[src/design/mem_meta_pkg.sv]
// ======================================================================
// Memory metadata preserver shared definitions
// Bus widths for the source and sink read channels and the state
// encoding of the burst memory responder
// ======================================================================
package mem_meta_pkg;

    // Byte address of a read request
    localparam int ADDR_W = 16;
    // One response data beat
    localparam int DATA_W = 32;
    // Burst length field, the burst has len+1 beats
    localparam int LEN_W = 4;

    // Source side metadata that the sink cannot return
    localparam int SRC_ID_W = 4;
    localparam int USER_W = 4;

    // Tag ID carried through the sink
    localparam int SINK_ID_W = 4;

    // Responder FSM states
    typedef enum logic [0:0] {
        RSP_IDLE  = 1'b0,
        RSP_BURST = 1'b1
    } rsp_state_t;

endpackage

[src/design/meta_tag_ram.sv]
// ======================================================================
// Metadata tag RAM
// Hands out the lowest free entry as a tag, stores the request's ID and
// USER there, returns them one cycle after a read and frees on request
// ======================================================================
`timescale 1ns/1ps

module meta_tag_ram
    import mem_meta_pkg::*;
#(
    parameter int NUM_CREDITS = 8
)
(
    input  logic                                  clk,
    input  logic                                  reset_n,
    input  logic                                  alloc_en,
    input  logic [SRC_ID_W+USER_W-1:0]            alloc_data,
    output logic                                  not_full,
    output logic [$clog2(NUM_CREDITS)-1:0]        alloc_idx,
    input  logic                                  read_en,
    input  logic [$clog2(NUM_CREDITS)-1:0]        read_idx,
    output logic [SRC_ID_W+USER_W-1:0]            read_data,
    input  logic                                  free_en,
    input  logic [$clog2(NUM_CREDITS)-1:0]        free_idx
);

    localparam int TAG_W = $clog2(NUM_CREDITS);
    localparam int META_W = SRC_ID_W + USER_W;

    // One busy bit per entry, set on allocation and cleared on free
    logic [NUM_CREDITS-1:0] busy;
    logic [META_W-1:0]      meta_mem [NUM_CREDITS];

    // A tag is available as long as one busy bit is still clear
    assign not_full = ~&busy;

    // Priority search for the lowest free entry, scanning from the top so
    // the last hit wins
    always_comb
    begin
        alloc_idx = '0;
        for (int i = NUM_CREDITS - 1; i >= 0; i--)
        begin
            if (!busy[i])
                alloc_idx = TAG_W'(i);
        end
    end

    always_ff @(posedge clk)
    begin
        if (!reset_n)
        begin
            busy <= '0;
        end
        else
        begin
            // Alloc and free never name the same entry in one cycle
            if (alloc_en)
                busy[alloc_idx] <= 1'b1;
            if (free_en)
                busy[free_idx] <= 1'b0;
        end
    end

    // Storage and the registered read port
    always_ff @(posedge clk)
    begin
        if (alloc_en)
            meta_mem[alloc_idx] <= alloc_data;
        if (read_en)
            read_data <= meta_mem[read_idx];
    end

    // The caller must gate allocation with not_full
    a_no_alloc_when_full: assert property (@(posedge clk) disable iff (!reset_n)
        alloc_en |-> not_full);

    // A free must match an earlier allocation still in flight
    a_free_only_busy: assert property (@(posedge clk) disable iff (!reset_n)
        free_en |-> busy[free_idx]);

endmodule

[src/design/rsp_skid_stage.sv]
// ======================================================================
// Response skid stage
// Registered valid/ready stage with one output entry and one skid entry
// ======================================================================
`timescale 1ns/1ps

module rsp_skid_stage
    import mem_meta_pkg::*;
(
    input  logic                        clk,
    input  logic                        reset_n,
    input  logic                        in_valid,
    input  logic [SINK_ID_W+DATA_W:0]   in_data,
    output logic                        in_ready,
    output logic                        out_valid,
    output logic [SINK_ID_W+DATA_W:0]   out_data,
    input  logic                        out_ready
);

    logic                       skid_valid;
    logic                       skid_valid_nxt;
    logic [SINK_ID_W+DATA_W:0]  skid_data;
    logic                       in_xfer;
    logic                       out_stall;

    assign in_xfer = in_valid && in_ready;
    assign out_stall = out_valid && !out_ready;

    // The skid entry fills when a beat arrives against a stalled output
    // and drains into the output register once the stall clears
    always_comb
    begin
        skid_valid_nxt = skid_valid;
        if (skid_valid && out_ready)
            skid_valid_nxt = 1'b0;
        else if (in_xfer && out_stall)
            skid_valid_nxt = 1'b1;
    end

    always_ff @(posedge clk)
    begin
        if (!reset_n)
        begin
            skid_valid <= 1'b0;
            in_ready <= 1'b1;
            out_valid <= 1'b0;
        end
        else
        begin
            skid_valid <= skid_valid_nxt;
            // Accept new beats only while the skid entry will be empty
            in_ready <= !skid_valid_nxt;
            if (!out_stall)
                out_valid <= skid_valid || in_xfer;
        end
    end

    // Payload registers, the skid entry always has priority as it is older
    always_ff @(posedge clk)
    begin
        if (in_xfer && out_stall)
            skid_data <= in_data;
        if (!out_stall)
            out_data <= skid_valid ? skid_data : in_data;
    end

    // A stalled beat must stay put until it is taken
    a_hold_under_stall: assert property (@(posedge clk) disable iff (!reset_n)
        out_stall |=> (out_valid && $stable(out_data)));

endmodule

[src/design/meta_preserve.sv]
// ======================================================================
// Read metadata preserver
// Swaps the source ID for a RAM tag on requests and restores ID and
// USER on every beat of the burst response, in order
// ======================================================================
`timescale 1ns/1ps

module meta_preserve
    import mem_meta_pkg::*;
#(
    parameter int NUM_CREDITS = 8
)
(
    input  logic                    clk,
    input  logic                    reset_n,
    // Source side
    input  logic                    ar_valid,
    output logic                    ar_ready,
    input  logic [SRC_ID_W-1:0]     ar_id,
    input  logic [USER_W-1:0]       ar_user,
    input  logic [ADDR_W-1:0]       ar_addr,
    input  logic [LEN_W-1:0]        ar_len,
    output logic                    r_valid,
    input  logic                    r_ready,
    output logic [SRC_ID_W-1:0]     r_id,
    output logic [USER_W-1:0]       r_user,
    output logic [DATA_W-1:0]       r_data,
    output logic                    r_last,
    // Sink side
    output logic                    s_ar_valid,
    input  logic                    s_ar_ready,
    output logic [SINK_ID_W-1:0]    s_ar_id,
    output logic [ADDR_W-1:0]       s_ar_addr,
    output logic [LEN_W-1:0]        s_ar_len,
    input  logic                    s_r_valid,
    output logic                    s_r_ready,
    input  logic [SINK_ID_W-1:0]    s_r_id,
    input  logic [DATA_W-1:0]       s_r_data,
    input  logic                    s_r_last
);

    localparam int TAG_W = $clog2(NUM_CREDITS);
    localparam int META_W = SRC_ID_W + USER_W;

    logic                       tag_not_full;
    logic [TAG_W-1:0]           alloc_idx;
    logic [TAG_W-1:0]           read_idx;
    logic [META_W-1:0]          read_data;
    logic                       s_r_xfer;
    logic                       r_xfer;
    logic                       is_sop;
    logic [TAG_W-1:0]           hdr_idx;
    logic                       free_en;
    logic                       rd_valid;
    logic [SINK_ID_W+DATA_W:0]  beat_out;
    logic [META_W-1:0]          mfifo_mem [2];
    logic                       mfifo_wr_ptr;
    logic                       mfifo_rd_ptr;
    logic [1:0]                 mfifo_cnt;
    logic                       meta_enq;
    logic                       meta_deq;
    logic [META_W-1:0]          meta_head;

    // ==================================================================
    // Request path
    // ==================================================================

    // Requests go through only while a tag is free, the tag replaces the ID
    assign s_ar_valid = ar_valid && tag_not_full;
    assign ar_ready = s_ar_ready && tag_not_full;
    assign s_ar_id = SINK_ID_W'(alloc_idx);
    assign s_ar_addr = ar_addr;
    assign s_ar_len = ar_len;

    // ==================================================================
    // Response path
    // ==================================================================

    assign s_r_xfer = s_r_valid && s_r_ready;
    assign r_xfer = r_valid && r_ready;

    // Only the first beat of a burst carries a usable tag lookup, the rest
    // reuse the held header index
    assign read_idx = is_sop ? TAG_W'(s_r_id) : hdr_idx;

    always_ff @(posedge clk)
    begin
        if (s_r_xfer && is_sop)
            hdr_idx <= TAG_W'(s_r_id);
    end

    always_ff @(posedge clk)
    begin
        if (!reset_n)
        begin
            is_sop <= 1'b1;
            free_en <= 1'b0;
            rd_valid <= 1'b0;
        end
        else
        begin
            // The beat after a last beat starts a new burst
            if (s_r_xfer)
                is_sop <= s_r_last;
            // Release the entry one cycle after the burst's final beat
            free_en <= s_r_xfer && s_r_last;
            // RAM result shows up one cycle after the lookup
            rd_valid <= s_r_xfer;
        end
    end

    meta_tag_ram #(
        .NUM_CREDITS (NUM_CREDITS)
    ) u_meta_tag_ram (
        .clk        (clk),
        .reset_n    (reset_n),
        .alloc_en   (ar_valid && ar_ready),
        .alloc_data ({ar_id, ar_user}),
        .not_full   (tag_not_full),
        .alloc_idx  (alloc_idx),
        .read_en    (s_r_xfer),
        .read_idx   (read_idx),
        .read_data  (read_data),
        .free_en    (free_en),
        .free_idx   (hdr_idx)
    );

    // Beat is delayed one cycle so it lines up with the RAM read
    rsp_skid_stage u_rsp_skid_stage (
        .clk       (clk),
        .reset_n   (reset_n),
        .in_valid  (s_r_valid),
        .in_data   ({s_r_id, s_r_data, s_r_last}),
        .in_ready  (s_r_ready),
        .out_valid (r_valid),
        .out_data  (beat_out),
        .out_ready (r_ready)
    );

    // Two entry metadata FIFO with bypass. The skid stage holds at most two
    // beats, so at most two lookups can be waiting for the source
    assign meta_enq = rd_valid && !(mfifo_cnt == 2'd0 && r_xfer);
    assign meta_deq = r_xfer && (mfifo_cnt != 2'd0);
    assign meta_head = (mfifo_cnt != 2'd0) ? mfifo_mem[mfifo_rd_ptr] : read_data;

    always_ff @(posedge clk)
    begin
        if (!reset_n)
        begin
            mfifo_wr_ptr <= 1'b0;
            mfifo_rd_ptr <= 1'b0;
            mfifo_cnt <= 2'd0;
        end
        else
        begin
            if (meta_enq)
                mfifo_wr_ptr <= !mfifo_wr_ptr;
            if (meta_deq)
                mfifo_rd_ptr <= !mfifo_rd_ptr;
            if (meta_enq && !meta_deq)
                mfifo_cnt <= mfifo_cnt + 2'd1;
            else if (meta_deq && !meta_enq)
                mfifo_cnt <= mfifo_cnt - 2'd1;
        end
    end

    always_ff @(posedge clk)
    begin
        if (meta_enq)
            mfifo_mem[mfifo_wr_ptr] <= read_data;
    end

    // Restore the source metadata onto the beat, the tag bits are dropped
    assign {r_id, r_user} = meta_head;
    assign r_data = beat_out[DATA_W:1];
    assign r_last = beat_out[0];

    // Skid depth bounds the number of pending lookups
    a_mfifo_no_overflow: assert property (@(posedge clk) disable iff (!reset_n)
        (meta_enq && !meta_deq) |-> (mfifo_cnt != 2'd2));

    // Every visible beat must already have its metadata
    a_meta_ready_with_beat: assert property (@(posedge clk) disable iff (!reset_n)
        r_valid |-> (mfifo_cnt != 2'd0 || rd_valid));

endmodule

[src/design/burst_mem_responder.sv]
// ======================================================================
// Burst memory responder
// Sink model that queues read requests and returns each as a burst of
// computed data beats tagged with the request's ID
// ======================================================================
`timescale 1ns/1ps

module burst_mem_responder
    import mem_meta_pkg::*;
#(
    parameter int REQ_DEPTH = 4
)
(
    input  logic                    clk,
    input  logic                    reset_n,
    input  logic                    s_ar_valid,
    output logic                    s_ar_ready,
    input  logic [SINK_ID_W-1:0]    s_ar_id,
    input  logic [ADDR_W-1:0]       s_ar_addr,
    input  logic [LEN_W-1:0]        s_ar_len,
    output logic                    s_r_valid,
    input  logic                    s_r_ready,
    output logic [SINK_ID_W-1:0]    s_r_id,
    output logic [DATA_W-1:0]       s_r_data,
    output logic                    s_r_last
);

    localparam int PTR_W = (REQ_DEPTH > 1) ? $clog2(REQ_DEPTH) : 1;
    localparam int CNT_W = $clog2(REQ_DEPTH + 1);

    logic [SINK_ID_W-1:0]   q_id   [REQ_DEPTH];
    logic [ADDR_W-1:0]      q_addr [REQ_DEPTH];
    logic [LEN_W-1:0]       q_len  [REQ_DEPTH];
    logic [PTR_W-1:0]       wr_ptr;
    logic [PTR_W-1:0]       rd_ptr;
    logic [CNT_W-1:0]       q_cnt;
    logic                   push;
    logic                   pop;
    logic                   beat_xfer;
    logic [LEN_W-1:0]       beat_cnt;
    rsp_state_t             state;

    // ==================================================================
    // Request queue
    // ==================================================================

    assign s_ar_ready = (q_cnt < CNT_W'(REQ_DEPTH));
    assign push = s_ar_valid && s_ar_ready;

    always_ff @(posedge clk)
    begin
        if (push)
        begin
            q_id[wr_ptr] <= s_ar_id;
            q_addr[wr_ptr] <= s_ar_addr;
            q_len[wr_ptr] <= s_ar_len;
        end
    end

    always_ff @(posedge clk)
    begin
        if (!reset_n)
        begin
            wr_ptr <= '0;
            rd_ptr <= '0;
            q_cnt <= '0;
        end
        else
        begin
            if (push)
                wr_ptr <= (wr_ptr == PTR_W'(REQ_DEPTH - 1)) ? '0 : wr_ptr + 1'b1;
            if (pop)
                rd_ptr <= (rd_ptr == PTR_W'(REQ_DEPTH - 1)) ? '0 : rd_ptr + 1'b1;
            if (push && !pop)
                q_cnt <= q_cnt + 1'b1;
            else if (pop && !push)
                q_cnt <= q_cnt - 1'b1;
        end
    end

    // ==================================================================
    // Burst FSM
    // ==================================================================

    assign s_r_valid = (state == RSP_BURST);
    assign beat_xfer = s_r_valid && s_r_ready;
    assign s_r_last = (beat_cnt == q_len[rd_ptr]);
    // Head request retires with its final beat
    assign pop = beat_xfer && s_r_last;

    assign s_r_id = q_id[rd_ptr];
    // Beat k reads from the head address plus 4 times k
    assign s_r_data = DATA_W'(q_addr[rd_ptr]) + (DATA_W'(beat_cnt) << 2);

    always_ff @(posedge clk)
    begin
        if (!reset_n)
        begin
            state <= RSP_IDLE;
            beat_cnt <= '0;
        end
        else
        begin
            case (state)
                RSP_IDLE:
                begin
                    beat_cnt <= '0;
                    if (q_cnt != '0)
                        state <= RSP_BURST;
                end
                RSP_BURST:
                begin
                    if (pop)
                    begin
                        // Go straight on when another request is queued
                        beat_cnt <= '0;
                        state <= (q_cnt > CNT_W'(1)) ? RSP_BURST : RSP_IDLE;
                    end
                    else if (beat_xfer)
                    begin
                        beat_cnt <= beat_cnt + 1'b1;
                    end
                end
                default:
                begin
                    state <= RSP_IDLE;
                end
            endcase
        end
    end

endmodule

[src/design/mem_meta_top.sv]
// ======================================================================
// Memory metadata preserver subsystem
// Preserver in front of a burst memory responder
// ======================================================================
`timescale 1ns/1ps

module mem_meta_top
    import mem_meta_pkg::*;
#(
    parameter int NUM_CREDITS = 8,
    parameter int REQ_DEPTH = 4
)
(
    input  logic                    clk,
    input  logic                    reset_n,
    input  logic                    ar_valid,
    output logic                    ar_ready,
    input  logic [SRC_ID_W-1:0]     ar_id,
    input  logic [USER_W-1:0]       ar_user,
    input  logic [ADDR_W-1:0]       ar_addr,
    input  logic [LEN_W-1:0]        ar_len,
    output logic                    r_valid,
    input  logic                    r_ready,
    output logic [SRC_ID_W-1:0]     r_id,
    output logic [USER_W-1:0]       r_user,
    output logic [DATA_W-1:0]       r_data,
    output logic                    r_last
);

    // Sink side channels between the preserver and the responder
    logic                   s_ar_valid;
    logic                   s_ar_ready;
    logic [SINK_ID_W-1:0]   s_ar_id;
    logic [ADDR_W-1:0]      s_ar_addr;
    logic [LEN_W-1:0]       s_ar_len;
    logic                   s_r_valid;
    logic                   s_r_ready;
    logic [SINK_ID_W-1:0]   s_r_id;
    logic [DATA_W-1:0]      s_r_data;
    logic                   s_r_last;

    meta_preserve #(
        .NUM_CREDITS (NUM_CREDITS)
    ) u_meta_preserve (
        .clk        (clk),
        .reset_n    (reset_n),
        .ar_valid   (ar_valid),
        .ar_ready   (ar_ready),
        .ar_id      (ar_id),
        .ar_user    (ar_user),
        .ar_addr    (ar_addr),
        .ar_len     (ar_len),
        .r_valid    (r_valid),
        .r_ready    (r_ready),
        .r_id       (r_id),
        .r_user     (r_user),
        .r_data     (r_data),
        .r_last     (r_last),
        .s_ar_valid (s_ar_valid),
        .s_ar_ready (s_ar_ready),
        .s_ar_id    (s_ar_id),
        .s_ar_addr  (s_ar_addr),
        .s_ar_len   (s_ar_len),
        .s_r_valid  (s_r_valid),
        .s_r_ready  (s_r_ready),
        .s_r_id     (s_r_id),
        .s_r_data   (s_r_data),
        .s_r_last   (s_r_last)
    );

    burst_mem_responder #(
        .REQ_DEPTH (REQ_DEPTH)
    ) u_burst_mem_responder (
        .clk        (clk),
        .reset_n    (reset_n),
        .s_ar_valid (s_ar_valid),
        .s_ar_ready (s_ar_ready),
        .s_ar_id    (s_ar_id),
        .s_ar_addr  (s_ar_addr),
        .s_ar_len   (s_ar_len),
        .s_r_valid  (s_r_valid),
        .s_r_ready  (s_r_ready),
        .s_r_id     (s_r_id),
        .s_r_data   (s_r_data),
        .s_r_last   (s_r_last)
    );

endmodule

[config.mk]
export PLATFORM = sky130hd
export DESIGN_NAME = mem_meta_top
export DESIGN_NICKNAME = d
export VERILOG_FILES = /design/src/design/mem_meta_pkg.sv /design/src/design/meta_tag_ram.sv /design/src/design/rsp_skid_stage.sv /design/src/design/meta_preserve.sv /design/src/design/burst_mem_responder.sv /design/src/design/mem_meta_top.sv
export SDC_FILE = /design/constraint.sdc
export NUM_CORES = 1
export LEC_CHECK = 0
export BUFFER_PORTS_ARGS = -buffer_cell sky130_fd_sc_hd__buf_2
export CAP_MARGIN = 20
export CORE_MARGIN = 2
export CORE_UTILIZATION = 40
export CTS_CLUSTER_SIZE = 24
export DETAILED_ROUTE_END_ITERATION = 10
export PLACE_DENSITY_LB_ADDON = 0.1
export SLEW_MARGIN = 10
export SYNTH_ARGS = -nofsm -noshare
export SYNTH_HDL_FRONTEND = slang
export SYNTH_HIERARCHICAL = 1
export SYNTH_SLANG_ARGS = --single-unit
[constraint.sdc]
create_clock -name clk -period 9.45 [get_ports clk]
set_input_delay 0.945 -clock clk [delete_from_list [all_inputs] [get_ports clk]]
set_output_delay 0.945 -clock clk [all_outputs]
set_load 0.03 [all_outputs]
Word-level counts from Yosys, hierarchy flattened

Memories as Yosys holds them, arrays and structs flattened. A register that Yosys moved wholly into a read port is not among the register bits.
Index checks and enable logic that the tools add are counted.

Output and inout bits: 43
Word-level logic and storage cells: 129
Bits in registers: 84
Bits of input ports: 32
Memories kept: 5
Bits in writable memories: 172

Memories:

| name                                    | depth | width | read ports | clocked after Yosys merged registers in | wr ports | line                      | RTL |
|---|---|---|---|---|---|---|---|
| u_burst_mem_responder.q_addr            | 4     | 16    | 1          | 1                                       | 1        | burst_mem_responder.sv:32 | `logic [ADDR_W-1:0] q_addr [REQ_DEPTH];` |
| u_meta_preserve.u_meta_tag_ram.meta_mem | 8     | 8     | 1          | 1                                       | 1        | meta_tag_ram.sv:32        | `logic [META_W-1:0] meta_mem [NUM_CREDITS];` |
| u_burst_mem_responder.q_len             | 4     | 4     | 1          | 1                                       | 1        | burst_mem_responder.sv:33 | `logic [LEN_W-1:0] q_len [REQ_DEPTH];` |
| u_meta_preserve.mfifo_mem               | 2     | 8     | 1          | 1                                       | 1        | meta_preserve.sv:56       | `logic [META_W-1:0] mfifo_mem [2];` |
| u_burst_mem_responder.q_id              | 4     | 3     | 1          | 1                                       | 1        | burst_mem_responder.sv:31 | `logic [SINK_ID_W-1:0] q_id [REQ_DEPTH];` |

Reduce and logical (&&, ||, !) cells: 37
$lt $le $gt $ge: 6
Add/subtract/negate cells: 8
Mux-type cells: 47
Bitwise operators: 4
Equality and inequality tests: 4

Operators by type and width:

| operator                                                                             | number |
|---|---|
| 3-bit two-way mux                                                                    | 11 |
| 8-bit two-way mux                                                                    | 4 |
| 1-bit logical AND                                                                    | 20 |
| 2-bit two-way mux                                                                    | 10 |
| 18-bit two-way mux                                                                   | 1 |
| 16-bit by 6-bit adder with 17-bit output                                             | 1 |
| 1-bit two-way mux                                                                    | 15 |
| 1-bit zero test                                                                      | 10 |
| 8-bit bitwise AND                                                                    | 1 |
| 3-bit by 4-bit less-than comparator with 1-bit output (second input constant)        | 2 |
| 4-bit two-way mux                                                                    | 2 |
| 8-bit NOT                                                                            | 1 |
| 8-bit OR                                                                             | 1 |
| 4-bit case mux with 2 select lines                                                   | 1 |
| 8-bit AND reduction                                                                  | 1 |
| 2-bit by 1-bit adder with 2-bit output (second input constant)                       | 3 |
| 1-bit demux with 3-bit select                                                        | 2 |
| 3-bit by 1-bit greater-or-equal comparator with 1-bit output (second input constant) | 2 |
| 2-bit nonzero test                                                                   | 3 |
| 4-bit by 1-bit adder with 4-bit output (second input constant)                       | 1 |
| 2-bit equality test (second input constant)                                          | 2 |
| 4-bit equality test                                                                  | 1 |
| 3-bit by 1-bit adder with 3-bit output (second input constant)                       | 1 |
| 3-bit by 1-bit > comparator with 1-bit output (second input constant)                | 1 |
| 9 further kinds                                                                      | 9 |

Longest topological paths before layout

Word-level depth: 17
Mapped depth: 12
Mapped depth without buffers: 9

Hierarchy

The synthesis kept the hierarchy.

Modules (own cells, without submodules):

| module              | sequential area each (um2) | area each (um2) | instances | cells each |
|---|---|---|---|---|
| burst_mem_responder | 3,163.0                    | 4,664.5         | 1         | 272 |
| meta_tag_ram        | 2,322.2                    | 3,198.1         | 1         | 168 |
| rsp_skid_stage      | 2,282.2                    | 2,776.4         | 1         | 126 |
| meta_preserve       | 730.7                      | 1,297.5         | 1         | 108 |

Least setup slack after synthesis

No wires, ideal clock.

Kind: input to register
Start: input r_ready
End: register u_meta_preserve.u_rsp_skid_stage.skid_data[0], enable pin
Stages: 2
Arrival: 3.569 ns
Setup slack: 5.449 ns
Setup time: 0.431 ns
Required time: 9.019 ns
Buffers on the path: 0
Cell sequence: nand2b_1 -> nor2_1

Cells in the longest elaborated chain, start to end: 3

Ends and longest elaborated chain:

| what                 | line                 | RTL |
|---|---|---|
| start, declared      | mem_meta_top.sv:23   | `input logic r_ready,` |
| 1-bit zero test      | rsp_skid_stage.sv:27 | `assign out_stall = out_valid && !out_ready;` |
| 1-bit logical AND    | rsp_skid_stage.sv:27 |  |
| 1-bit logical AND    | rsp_skid_stage.sv:61 | `if (in_xfer && out_stall)` |
| end signal, assigned | rsp_skid_stage.sv:62 | `skid_data <= in_data;` |
| end, declared        | rsp_skid_stage.sv:22 | `logic [SINK_ID_W+DATA_W:0] skid_data;` |

No other way between the ends.
A chain may end at the register's enable or synchronous reset.

==> metrics.txt <==
Clock Sinks approximately 280; Worst Setup End Kind register; largest net degree at the start of global routing 36; RePlAce Congestion about 0.74; CTS tree yes; global route overflow 0; Slowest Stage Delay on Critical Path a little over 800 ps; number of post-CTS setup repair buffers 0; Setup crit start kind register; number of nets in the layout roughly 800; Cell Area, Synth 11500 um^2; critical path class reg2reg; Sw Pwr slightly below 0.0008 W; post-route ant nets 0; worst-path cell chain buf_4 > mux4_2 > xnor2_1 > nand4_2 > or2_1 > ha_1 > or3_1 > a21boi_0; Crit path max-delay family simple AND/OR/NAND/NOR gates; Slew HR 0.244; TritonCTS buffer count 30; sequential share of power 0.494; filler instances 2454; RSZ-0062 raised after global routing no; layout cells sized above 1 0.274; die height between 150 and 200 um; Required @ worst endpoint slightly below 10000 ps; Comb pwr share 0.148; Initial DRT Pass Iterations 4; H-tree Lvls 1; Pleak around 4.5 nW; antenna violations before repair 0; Worst Hold Slack ~480 ps; VDD IR max between 100 and 150 uV; DRT iter0 DRCs 460; global-route wire length before repair roughly 32 mm; vias in the first global route a little under 6000; Cell Rows 62; hold depth 2; area of the core 28500 um^2; Worst Max-Slew Pin Slew about 1100 ps; Avg Inst Size Synth approximately 18 um^2; final hold viol count 0; CP max FO 13; ANT cells 0; Cell Pwr Density roughly 240 nW/um^2; Starting Density 0.404; utilization after layout 0.458; dpl hpwl about 13 mm; Placed Instances 1082; Post-Route WL 20.3 mm; setup ws final between 5000 and 6000 ps; CP Buf/Inv Count 1; Fmax about 0.28 GHz; Clock Tree Root clkbuf_16; port buffer count 74; worst min-delay path class reg2reg; GRT met2 Usage 0.213; # IOs 75; latest clock arrival within the worst-skew pair around 540 ps; Die Wd 174 um; Layout Cells excl Fill 1137; Power Internal about 0.0023 W; vias roughly 5600; CP max-delay cell dfxtp_1; Die Area ~30000 um^2; Stages on worst setup path 8; Layout area overhead 13.5%; Reg clk slew, reported paths around 60 ps; synth warn 6; Residual DRC 0; GRT Util Overall 0.135; min cycle time layout approximately 3600 ps; sw frac 0.254; R2R depth 8; most common cell after layout, fill and taps aside edfxtp_1; period utilization 0.377; clock share of power 0.358; most frequent cells in the layout 249 x edfxtp_1, 74 x buf_2, 45 x mux2_2; CTS Hold Bufs 0; Setup TNS 0 ps; clock skew about 6.5 ps; max cap viols 0; # resized after CTS 0; post-synthesis cell count ~660; Clock Path Buffers 3; met1 Usage GRT 0.195; vias per std cell 4.89; DR WL/cell around 18 um; status finished clean; worst slack, placed ~5800 ps; crit path DAT around 4000 ps; gr busiest metal met2; setup violators final 0; Pins Over Slew Limit 0; met3 Use GR 0.0250
==> power by group through the flow <==
stage	Clock, W	Combinational [W]	Sequential (W)
global route	0.00119	0.000503	0.00155
finish	0.00111	0.000459	0.00154
floorplan	0	0.000308	0.00160
detailed placement	0	0.000464	0.00156
CTS	0.00115	0.000467	0.00154
global placement	0	0.000456	0.00156
==> state kept, by name, summed over array words and instances (netlist names), 3 cells and up, named ones only <==
name	flops
u_burst_mem_responder/beat_cnt	4
u_meta_preserve/u_meta_tag_ram/busy	8
u_burst_mem_responder/q_cnt	3
u_burst_mem_responder/q_addr	64
u_meta_preserve/u_rsp_skid_stage/skid_data	33
u_meta_preserve/mfifo_mem	16
u_meta_preserve/u_meta_tag_ram/read_data	8
u_burst_mem_responder/q_len	16
u_meta_preserve/u_meta_tag_ram/meta_mem	64
u_meta_preserve/hdr_idx	3
u_burst_mem_responder/q_id	12
u_meta_preserve/u_rsp_skid_stage/out_data	33
==> worst paths after layout <==
kind | start | end | slack [ps]
worst min register to register | u_meta_preserve/mfifo_wr_ptr | u_meta_preserve/mfifo_wr_ptr | 480
worst max-delay path | register | u_burst_mem_responder/q_cnt[2] | 5890
worst min-delay path | u_meta_preserve/mfifo_wr_ptr | u_meta_preserve/mfifo_wr_ptr | 480
worst max register to register | register | u_burst_mem_responder/q_cnt[2] | 5890
==> cell type report <==
| cell class | instances | area, um^2 | share of cell area |
|---|---|---|---|
| clock buffer | 44 | 906 | 0.0694 |
| clock inverter | 11 | 55.1 | 0.00422 |
| timing repair buffer | 84 | 445 | 0.0341 |
| inverter | 12 | 45.0 | 0.00345 |
| sequential | 282 | 8140 | 0.624 |
| multi-input combinational | 320 | 2980 | 0.228 |
| tap | 384 | 480 | 0.0368 |
==> worst register-to-register path, cell delays in order (launching register included) <==
cell,delay (ps)
dfxtp_1,820
buf_4,420
mux4_2,560
xnor2_1,180
nand4_2,270
or2_1,370
ha_1,360
or3_1,350
a21boi_0,170
==> routing by layer <==
metal / vias up / share of wire
li1: 2642 / -
met1: 2766 / 0.48
met2: 123 / 0.46
met3: 31 / 0.044
met4: 0 / 0.016
met5: - / 0
==> per-stage QoR <==
stage,area [um^2],power [W]
final,13000,0.00311
after global routing,13000,0.00324
after CTS,13000,0.00315
after detailed placement,12100,0.00203
after global placement,12100,0.00202
after floorplan,11500,0.00191
Power figures use the tool's default switching activity.
